===== src/hw/eboxPkg.sv =====
package eboxPkg;

  // Data word, MSB-0 numbering as on the real machine
  localparam int WORD_W = 36;

  typedef logic [0:WORD_W-1] eboxWord;

  // Sticky error sources collected by the APR
  localparam int ERR_COUNT = 5;

  typedef logic [0:ERR_COUNT-1] errFlags;

  // Bit positions within errFlags
  localparam int ERR_CSH_ADR_PAR = 0;
  localparam int ERR_MB_PAR = 1;
  localparam int ERR_SBUS = 2;
  localparam int ERR_NXM = 3;
  localparam int ERR_CDIR_PAR = 4;

  // EBUS driver codes
  typedef enum logic [1:0] {
    EBUS_NONE = 2'd0,
    EBUS_AR = 2'd1,
    EBUS_AD = 2'd2,
    EBUS_ERR = 2'd3
  } ebusSelT;

endpackage


===== src/hw/cramPkg.sv =====
package cramPkg;

  // Control store geometry
  localparam int CRAM_ADR_W = 8;
  localparam int CRAM_DEPTH = 256;
  localparam int CR_W = 18;

  // First microword fetched after reset
  localparam logic [CRAM_ADR_W-1:0] CRAM_RESET_ADR = '0;

  // Skip conditions, ORed into the low bit of J
  typedef enum logic [1:0] {
    SKIP_NEVER = 2'd0,
    SKIP_AD_ZERO = 2'd1,
    SKIP_AD_NEG = 2'd2,
    SKIP_ERR = 2'd3
  } skipT;

  // AD function, A is AR and B is BR
  typedef enum logic [1:0] {
    AD_ADD = 2'd0,
    AD_SUB = 2'd1,
    AD_AND = 2'd2,
    AD_OR = 2'd3
  } adFuncT;

  // AR load select
  typedef enum logic [1:0] {
    AR_HOLD = 2'd0,
    AR_AD = 2'd1,
    AR_CACHE = 2'd2,
    AR_CLR = 2'd3
  } arSelT;

  // Microword layout, J in the top bits and CLRERR in bit 0
  //   J       17:10
  //   SKIP     9:8
  //   ADFUNC   7:6
  //   ARSEL    5:4
  //   BRLOAD   3
  //   EBUSSEL  2:1
  //   CLRERR   0
  typedef struct packed {
    logic [CRAM_ADR_W-1:0] J;
    skipT SKIP;
    adFuncT ADFUNC;
    arSelT ARSEL;
    logic BRLOAD;
    eboxPkg::ebusSelT EBUSSEL;
    logic CLRERR;
  } crWord;

endpackage


===== src/hw/apr.sv =====
`timescale 1ns/1ps

module apr (
  input logic clk,
  input logic rst,
  input logic run,

  input logic cshAdrParErr,
  input logic mbParErr,
  input logic sbusErr,
  input logic nxmErr,
  input logic mboxCDirParErr,

  input cramPkg::crWord cr,

  output eboxPkg::errFlags errFlags,
  output logic errPending,
  output logic anyEboxError
);

  import eboxPkg::*;

  logic [0:ERR_COUNT-1] errIn;
  logic clearErr;

  always_comb begin
    errIn[ERR_CSH_ADR_PAR] = cshAdrParErr;
    errIn[ERR_MB_PAR] = mbParErr;
    errIn[ERR_SBUS] = sbusErr;
    errIn[ERR_NXM] = nxmErr;
    errIn[ERR_CDIR_PAR] = mboxCDirParErr;
  end

  // A frozen microword must not clear anything
  assign clearErr = run && cr.CLRERR;

  // New errors win over a clear at the same edge
  always_ff @(posedge clk) begin
    if (rst) begin
      errFlags <= '0;
    end else begin
      errFlags <= (clearErr ? '0 : errFlags) | errIn;
    end
  end

  assign errPending = |errFlags;
  assign anyEboxError = |errFlags;

endmodule


===== src/hw/cra.sv =====
`timescale 1ns/1ps

module cra (
  input logic clk,
  input logic rst,
  input logic run,

  input logic adZero,
  input logic adNeg,
  input logic errPending,

  input cramPkg::crWord cr,

  output logic [cramPkg::CRAM_ADR_W-1:0] nextAdr,
  output logic [cramPkg::CRAM_ADR_W-1:0] crAdr
);

  import cramPkg::*;

  logic skip;

  // Skip condition select
  always_comb begin
    case (cr.SKIP)
      SKIP_AD_ZERO: skip = adZero;
      SKIP_AD_NEG: skip = adNeg;
      SKIP_ERR: skip = errPending;
      default: skip = 1'b0;
    endcase
  end

  // J with the skip bit ORed into the low address bit
  assign nextAdr = cr.J | CRAM_ADR_W'(skip);

  always_ff @(posedge clk) begin
    if (rst) begin
      crAdr <= CRAM_RESET_ADR;
    end else if (run) begin
      crAdr <= nextAdr;
    end
  end

  // The first fetch after reset comes from the reset address
  assert property (@(posedge clk) rst |=> crAdr == CRAM_RESET_ADR)
    else $error("crAdr not at reset address after reset");

endmodule


===== src/hw/cram.sv =====
`timescale 1ns/1ps

module cram (
  input logic clk,
  input logic rst,
  input logic run,

  input logic cramWe,
  input logic [cramPkg::CRAM_ADR_W-1:0] cramWrAdr,
  input cramPkg::crWord cramWrData,

  input logic [cramPkg::CRAM_ADR_W-1:0] nextAdr,
  output cramPkg::crWord cr
);

  import cramPkg::*;

  // Writable control store
  logic [CR_W-1:0] store [CRAM_DEPTH];

  always_ff @(posedge clk) begin
    if (cramWe) begin
      store[cramWrAdr] <= cramWrData;
    end
  end

  // Microinstruction register, cleared to a no-op that jumps to 0
  always_ff @(posedge clk) begin
    if (rst) begin
      cr <= crWord'('0);
    end else if (run) begin
      cr <= crWord'(store[nextAdr]);
    end
  end

  // Store is only loaded while the machine is stopped
  assert property (@(posedge clk) disable iff (rst) !(cramWe && run))
    else $error("cram write while run is high");

endmodule


===== src/hw/ebox.sv =====
`timescale 1ns/1ps

module ebox (
  input logic clk,
  input logic rst,
  input logic run,

  input logic cramWe,
  input logic [cramPkg::CRAM_ADR_W-1:0] cramWrAdr,
  input cramPkg::crWord cramWrData,

  input eboxPkg::eboxWord cacheData,

  input logic cshAdrParErr,
  input logic mbParErr,
  input logic sbusErr,
  input logic nxmErr,
  input logic mboxCDirParErr,

  output logic [cramPkg::CRAM_ADR_W-1:0] crAdr,
  output eboxPkg::eboxWord ebus,
  output logic ebusValid,
  output logic anyEboxError
);

  import cramPkg::*;
  import eboxPkg::*;

  crWord cr;
  logic [CRAM_ADR_W-1:0] nextAdr;

  eboxWord ar;
  eboxWord ad;
  logic adZero;
  logic adNeg;

  eboxPkg::errFlags errFlags;
  logic errPending;

  cram cram0 (
    .clk(clk),
    .rst(rst),
    .run(run),
    .cramWe(cramWe),
    .cramWrAdr(cramWrAdr),
    .cramWrData(cramWrData),
    .nextAdr(nextAdr),
    .cr(cr)
  );

  apr apr0 (
    .clk(clk),
    .rst(rst),
    .run(run),
    .cshAdrParErr(cshAdrParErr),
    .mbParErr(mbParErr),
    .sbusErr(sbusErr),
    .nxmErr(nxmErr),
    .mboxCDirParErr(mboxCDirParErr),
    .cr(cr),
    .errFlags(errFlags),
    .errPending(errPending),
    .anyEboxError(anyEboxError)
  );

  cra cra0 (
    .clk(clk),
    .rst(rst),
    .run(run),
    .adZero(adZero),
    .adNeg(adNeg),
    .errPending(errPending),
    .cr(cr),
    .nextAdr(nextAdr),
    .crAdr(crAdr)
  );

  edp edp0 (
    .clk(clk),
    .rst(rst),
    .run(run),
    .cr(cr),
    .cacheData(cacheData),
    .ar(ar),
    .ad(ad),
    .adZero(adZero),
    .adNeg(adNeg)
  );

  ebus ebus0 (
    .clk(clk),
    .rst(rst),
    .run(run),
    .cr(cr),
    .ar(ar),
    .ad(ad),
    .errFlags(errFlags),
    .ebus(ebus),
    .ebusValid(ebusValid)
  );

endmodule


===== src/hw/ebus.sv =====
`timescale 1ns/1ps

module ebus (
  input logic clk,
  input logic rst,
  input logic run,

  input cramPkg::crWord cr,
  input eboxPkg::eboxWord ar,
  input eboxPkg::eboxWord ad,
  input eboxPkg::errFlags errFlags,

  output eboxPkg::eboxWord ebus,
  output logic ebusValid
);

  import eboxPkg::*;

  eboxWord busMux;
  logic drive;

  assign drive = run && (cr.EBUSSEL != EBUS_NONE);

  // Driver select, error flags land in bits 31 to 35
  always_comb begin
    busMux = '0;
    case (cr.EBUSSEL)
      EBUS_AR: busMux = ar;
      EBUS_AD: busMux = ad;
      EBUS_ERR: busMux[WORD_W-ERR_COUNT:WORD_W-1] = errFlags;
      default: busMux = '0;
    endcase
  end

  always_ff @(posedge clk) begin
    if (rst) begin
      ebus <= '0;
      ebusValid <= 1'b0;
    end else begin
      ebusValid <= drive;
      if (drive) begin
        ebus <= busMux;
      end
    end
  end

  // Back-to-back valids need two driving microwords in a row
  assert property (@(posedge clk) disable iff (rst)
    (ebusValid && $past(ebusValid)) |-> ($past(drive, 1) && $past(drive, 2)))
    else $error("ebusValid held without a driving microword");

endmodule


===== src/hw/edp.sv =====
`timescale 1ns/1ps

module edp (
  input logic clk,
  input logic rst,
  input logic run,

  input cramPkg::crWord cr,
  input eboxPkg::eboxWord cacheData,

  output eboxPkg::eboxWord ar,
  output eboxPkg::eboxWord ad,
  output logic adZero,
  output logic adNeg
);

  import cramPkg::*;
  import eboxPkg::*;

  eboxWord br;

  // AD unit, results wrap at 36 bits
  always_comb begin
    case (cr.ADFUNC)
      AD_ADD: ad = ar + br;
      AD_SUB: ad = ar - br;
      AD_AND: ad = ar & br;
      default: ad = ar | br;
    endcase
  end

  assign adZero = (ad == '0);

  // Sign is bit 0
  assign adNeg = ad[0];

  // AR load
  always_ff @(posedge clk) begin
    if (rst) begin
      ar <= '0;
    end else if (run) begin
      case (cr.ARSEL)
        AR_AD: ar <= ad;
        AR_CACHE: ar <= cacheData;
        AR_CLR: ar <= '0;
        default: ar <= ar;
      endcase
    end
  end

  // BR takes the AR value from before this edge
  always_ff @(posedge clk) begin
    if (rst) begin
      br <= '0;
    end else if (run && cr.BRLOAD) begin
      br <= ar;
    end
  end

endmodule


===== config.mk =====
export PLATFORM = sky130hd
export DESIGN_NAME = ebox
export DESIGN_NICKNAME = d
export VERILOG_FILES = /design/src/hw/eboxPkg.sv /design/src/hw/cramPkg.sv /design/src/hw/apr.sv /design/src/hw/cra.sv /design/src/hw/cram.sv /design/src/hw/ebox.sv /design/src/hw/ebus.sv /design/src/hw/edp.sv
export SDC_FILE = /design/constraint.sdc
export NUM_CORES = 2
export LEC_CHECK = 0
export BUFFER_PORTS_ARGS = -buffer_cell sky130_fd_sc_hd__buf_2
export CORE_MARGIN = 2
export CORE_UTILIZATION = 35
export DETAILED_ROUTE_END_ITERATION = 16
export PLACE_DENSITY = 0.45
export RECOVER_POWER = 50
export SKIP_CTS_REPAIR_TIMING = 1
export SYNTH_ARGS = -nofsm -noshare
export SYNTH_HDL_FRONTEND = slang
export SYNTH_MEMORY_MAX_BITS = 65536
export SYNTH_SLANG_ARGS = --single-unit

===== constraint.sdc =====
create_clock -name clk -period 8.6 [get_ports clk]
set_input_delay 1.72 -clock clk [delete_from_list [all_inputs] [get_ports clk]]
set_output_delay 1.72 -clock clk [all_outputs]
set_load 0.05 [all_outputs]

======== After elaboration in Yosys (flattened, before gate mapping) ========
Memories as Yosys holds them, arrays and structs flattened. A register that Yosys moved wholly into a read port is not among the register bits.
Cells that the tools add are included.
operators by class
  add/sub/neg operators ................... 2
  multipliers ............................. 0
  div/mod/pow operators ................... 0
  order comparisons ....................... 0
  equality and inequality tests ........... 11
  shifts and indexed selects .............. 0
  multiplexer cells ....................... 8
  bitwise operators ....................... 4
  reductions and logical operators ........ 9
operators with widths
  kind                  count
  $pmux W36 S3          2
  $pmux W31 S2          1
  $add A36 B36 Y36      1
  $and A36 B36 Y36      1
  $logic_not A36 Y1     1
  $or A36 B36 Y36       1
  $sub A36 B36 Y36      1
  $pmux W5 S3           1
  $eq A2 B2 Y1 const B  7
  $eq A2 B1 Y1 const B  4
  $or A8 B1 Y8          1
  $mux W5               1
  $or A5 B5 Y5          1
  $reduce_or A5 Y1      1
  $logic_and A1 B1 Y1   3
  $pmux W1 S3           1
  $reduce_bool A3 Y1    1
  $logic_not A2 Y1      1
  $mux W1               2
  $reduce_and A2 Y1     1
  $reduce_bool A2 Y1    1
word-level totals
  register bits ........................... 122
  latch bits .............................. 0
  bits in writable memories ............... 4608
  memory bits (read-only) ................. 0
  output and inout port bits .............. 46
  memories ................................ 1
memory list
  name         words  bits a word  rd ports  clocked after memory_dff  wr ports  RTL line    source
  cram0.store  256    18           1         1                         1         cram.sv:19  logic [CR_W-1:0] store [CRAM_DEPTH];

======== Longest topological paths before layout ========
  word-level depth ........................ 5
  mapped depth ............................ 32

======== By module ========
A second synthesis with hierarchy kept.
unflattened totals
  cells, all modules ...................... 9672
  area total of the unflattened synthesis .. 187394.7 um^2
modules (own cells, without submodules)
  module  instances  cells an instance  area each (um^2)
  cram    1          8513               178194.7
  edp     1          926                6729.0
  ebus    1          176                1896.8
  cra     1          38                 366.6
  apr     1          19                 207.7

======== Worst setup path after synthesis ========
Ideal clock, no wire load.
  kind .................................... reg-to-reg
  start point ............................. register, netlist name cram0.cr[6]
  end point ............................... register, netlist name cram0.cr[14]
  setup time .............................. 0.136 ns
  arrival ................................. 6.680 ns
  data required time ...................... 8.464 ns
  setup slack ............................. 1.785 ns
  cell stages (with the launch flop) ...... 30
  buffers on the path ..................... 11
  period minus slack after synthesis ...... 6.815 ns
  cells stage by stage .................... dfxtp_1 clkbuf_1 clkbuf_1 clkbuf_1 clkbuf_1 nand2_1 clkbuf_1 a21oi_1 ha_1 and3b_1 o32a_1 a2111o_1 a2111o_1 o221a_4 a2111oi_4 nand4_1 or4_4 o21a_1 buf_4 buf_4 buf_4 buf_4 buf_2 buf_4 nand2_1 a21oi_1 o31ai_1 a21oi_1 o41ai_2 o211ai_1
between the ends
  word-level cells in the longest chain between the ends .. 5
  elaborated cells between the ends (all ways) .. 7
  those cells by class .................... eq/ne: 2; mux: 2; bitwise: 1; reduce/logical: 2
ends and longest elaborated chain
  element                                     RTL line   source
  $eq A2 B2 Y1, or another cell as far along  edp.sv:24  case (cr.ADFUNC)
  $pmux W36 S3 *                              edp.sv:24
  $logic_not A36 Y1                           edp.sv:32  assign adZero = (ad == '0);
  $pmux W1 S3 *                               cra.sv:24  case (cr.SKIP)
  $or A8 B1 Y8 *                              cra.sv:33  assign nextAdr = cr.J | CRAM_ADR_W'(skip);
Mark *: on every way between the ends. The rest lies on a longest branch, timed or not.
A chain may end at the register's enable or synchronous reset.

======== Final worst setup path ========
  start point ............................. input cramWrData[12] (netlist bit)
  end point ............................... memory cram0.store[251][12] (data pin)
RTL lines
  element          RTL line    source
  start, declared  ebox.sv:10  input cramPkg::crWord cramWrData,
  end, declared    cram.sv:19
Straight into the memory's write port.

==> results.cfg <==
[run_status]
status = finished with violations
failed_checks = capacitance limit, slew limit

[critical_path]
cpMaxStageDelayCell = clkbuf_1
critPathMaxStageDelay_ns = 5.07
crit_family = buffers and inverters
crit_buf_inv = 2
start_kind = primary input
crit_chain = clkbuf_1 -> clkbuf_4
end_kind = register
crit_type = in2reg
cp_max_fo = 118
cp.arrival_ns = 9.08
required_ns = 9.28

[place]
port_buffers = 116
dp_slack_ns = -0.527
gp_congestion = 0.896
place_hpwl_mm = 408

[drt]
via_count = 108000
dr_wl_met2_mm = 309
topRoutingLayerUsed = met5
drt_iter0_drc = 14000
route.met3.wl_mm = 56.4
drc = 0
post_drt_wl_per_cell_um = 36.0
drtPass1Iterations = 6
totalWireLength_mm = 674
antenna_left = 0
wl_met1_mm = 287
vias_per_cell = 5.78

[logic_synthesis]
synth_compound_area_frac = 0.0572
synth_top_family_by_area = multiplexers
synth_area_um2 = 188000
yosys.area_share.simple = 0.0453
synth_xor_xnor_area_share = 0.00218
avgSynthCellArea_um2 = 18.0
synth_top_area_cell = edfxtp_1
synth.distinct_cells = 86
ys_ff_latch = 4748
synthMostInstantiatedCell = edfxtp_1
synth_area_leaders = edfxtp_1 (73%), mux4_2 (9.2%), mux2i_1 (2.5%)
syn_inst = 10500
synthArstFlopShare = 0
yosys_warnings = 0
synth_fp_nets = 10600
synth_ff_type = edfxtp_1
synth_adder_area_share = 0.00412
synthMuxAreaShare = 0.125
synth_common_cells = edfxtp_1 (4608), nand2_1 (834), mux4_2 (768)
synth_edf_count = 4608
synth-seq-area-share = 0.749
synth_top_area_frac = 0.734

[power]
vdd.ir_drop.worst_v = 0.000338
power.switching_w = 0.0310
p_clk_frac = 0.270
p_total_w = 0.0822
power.share.combinational = 0.413
leakagePower_nw = 69.9
p_per_area_nw_per_um2 = 376
switching_share = 0.377
seq_power_share = 0.317
intPower_w = 0.0512

[global_routing]
grt_pass1_vias = 107000
grt_max_degree = 149
track_usage = 0.242
antenna_found_initial = 63
grt_overflow = 0
grt_pass1_wl_mm = 913

[clocking]
cts_buffers = 533
root_buffer = clkbuf_16
clkLatencyLatePin_ns = 1.14
clock_sinks = 4748
htreeDepth = 6
cts.path.max_buffers = 4
clk_pin_slew_ns = 0.06
cts_tree = done

[floorplan]
design.core.area_um2 = 536000
ioPinCount = 117
rows = 269
die_area_um2 = 544000
start_util = 0.351
die_height_um = 738
die_w_um = 738

[sta]
setup_tns_ns = 0
setup_ws_ns = 0.196
slew_headroom = -4.12
max_clock_freq_mhz = 119
whs_ns = 0.496
worstMarginPinSlew_ns = 7.69
maxSlewViolCount = 4819
period_share = 0.977
setup-violations-final = 0
hold_viol_final = 0
skew_ns = 0.103
period_minus_slack_ns = 8.40

[cells_and_area]
nNetsFinal = 11200
drive_gt1_frac = 0.231
syn2layout_area_growth_pct = 16.1

[min_path]
hold_class = reg2reg

[run]
maxCapViolCount = 73
[registers in the layout, indices dropped and copies added, names as in the netlist]
register         flops
edp0.ar             36
ebus0.ebusValid      1
edp0.br             36
cra0.crAdr           8
cram0.store       4608
apr0.errFlags        5
ebus0.ebus          36
cram0.cr            18
[power groups by stage]
stage	sequential [W]	combinational, W	clock [W]
3_3_place_gp	0.0264	0.0337	0
4_1_cts	0.0259	0.0338	0.0226
3_5_place_dp	0.0264	0.0337	0
6_report	0.0260	0.0339	0.0222
2_1_floorplan	0.0262	0.0206	0
5_1_grt	0.0260	0.0356	0.0234
[final timing paths]
kind | startpoint | to | slack (ns) | cells after the start
worst max-delay path | cramWrData[12] | cram0.store[251][12] | 0.20 | 2
worst min register to register | cra0.crAdr[5] | cra0.crAdr[5] | 0.50 | 2
worst max register to register | edp0.br[2] | cram0.cr[14] | 0.28 | 27
worst min-delay path | cra0.crAdr[5] | cra0.crAdr[5] | 0.50 | 2
[through the flow]
step                std cells  cell area [µm²]  utilization
finish                  18700           219000        0.408
global route            18700           219000        0.408
CTS                     18700           219000        0.408
detailed placement      17700           202000        0.377
global placement        17700           202000        0.377
floorplan               10500           188000            -
[routing by layer]
layer  up-vias  global-route usage
li1      43900                   -
met1     58400               0.344
met2      4909               0.379
met3       926              0.0456
met4         8              0.0688
met5         -                   0
[final cells by class]
cell class	instances	area, µm²
Antenna cell	22	55.1
Clock buffer	680	14200
Clock inverter	271	2600
Fill cell	48100	318000
Inverter	32	138
Multi-Input combinational cell	5023	45600
Sequential cell	4748	141000
Tap cell	7181	8980
Timing Repair Buffer	762	5960
[cell usage in the layout, fill, tap and decap left out, types with 132 or more instances in the layout]
master | synthesis | final
clkbuf_16 | 0 | 545
nor2_2 | 0 | 157
clkbuf_1 | 452 | 185
buf_4 | 67 | 528
o21ai_0 | 229 | 222
edfxtp_1 | 4608 | 4608
mux4_2 | 768 | 768
nor2_1 | 528 | 284
o22ai_1 | 221 | 221
nand3_1 | 178 | 169
nand2_1 | 834 | 826
a21oi_1 | 313 | 310
dfxtp_1 | 140 | 132
mux2i_1 | 467 | 467
mux2_2 | 139 | 139
[logic make-up after synthesis]
family | Yosys count
xor gates and xnor gates | 47
DFF | 4748
muxes | 1382
buffers and inverters | 698
adders and majority gates | 66
AOI/OAI and AO/OA | 1579
and+or+nand+nor | 1948
(Power assumes the default switching activity.)
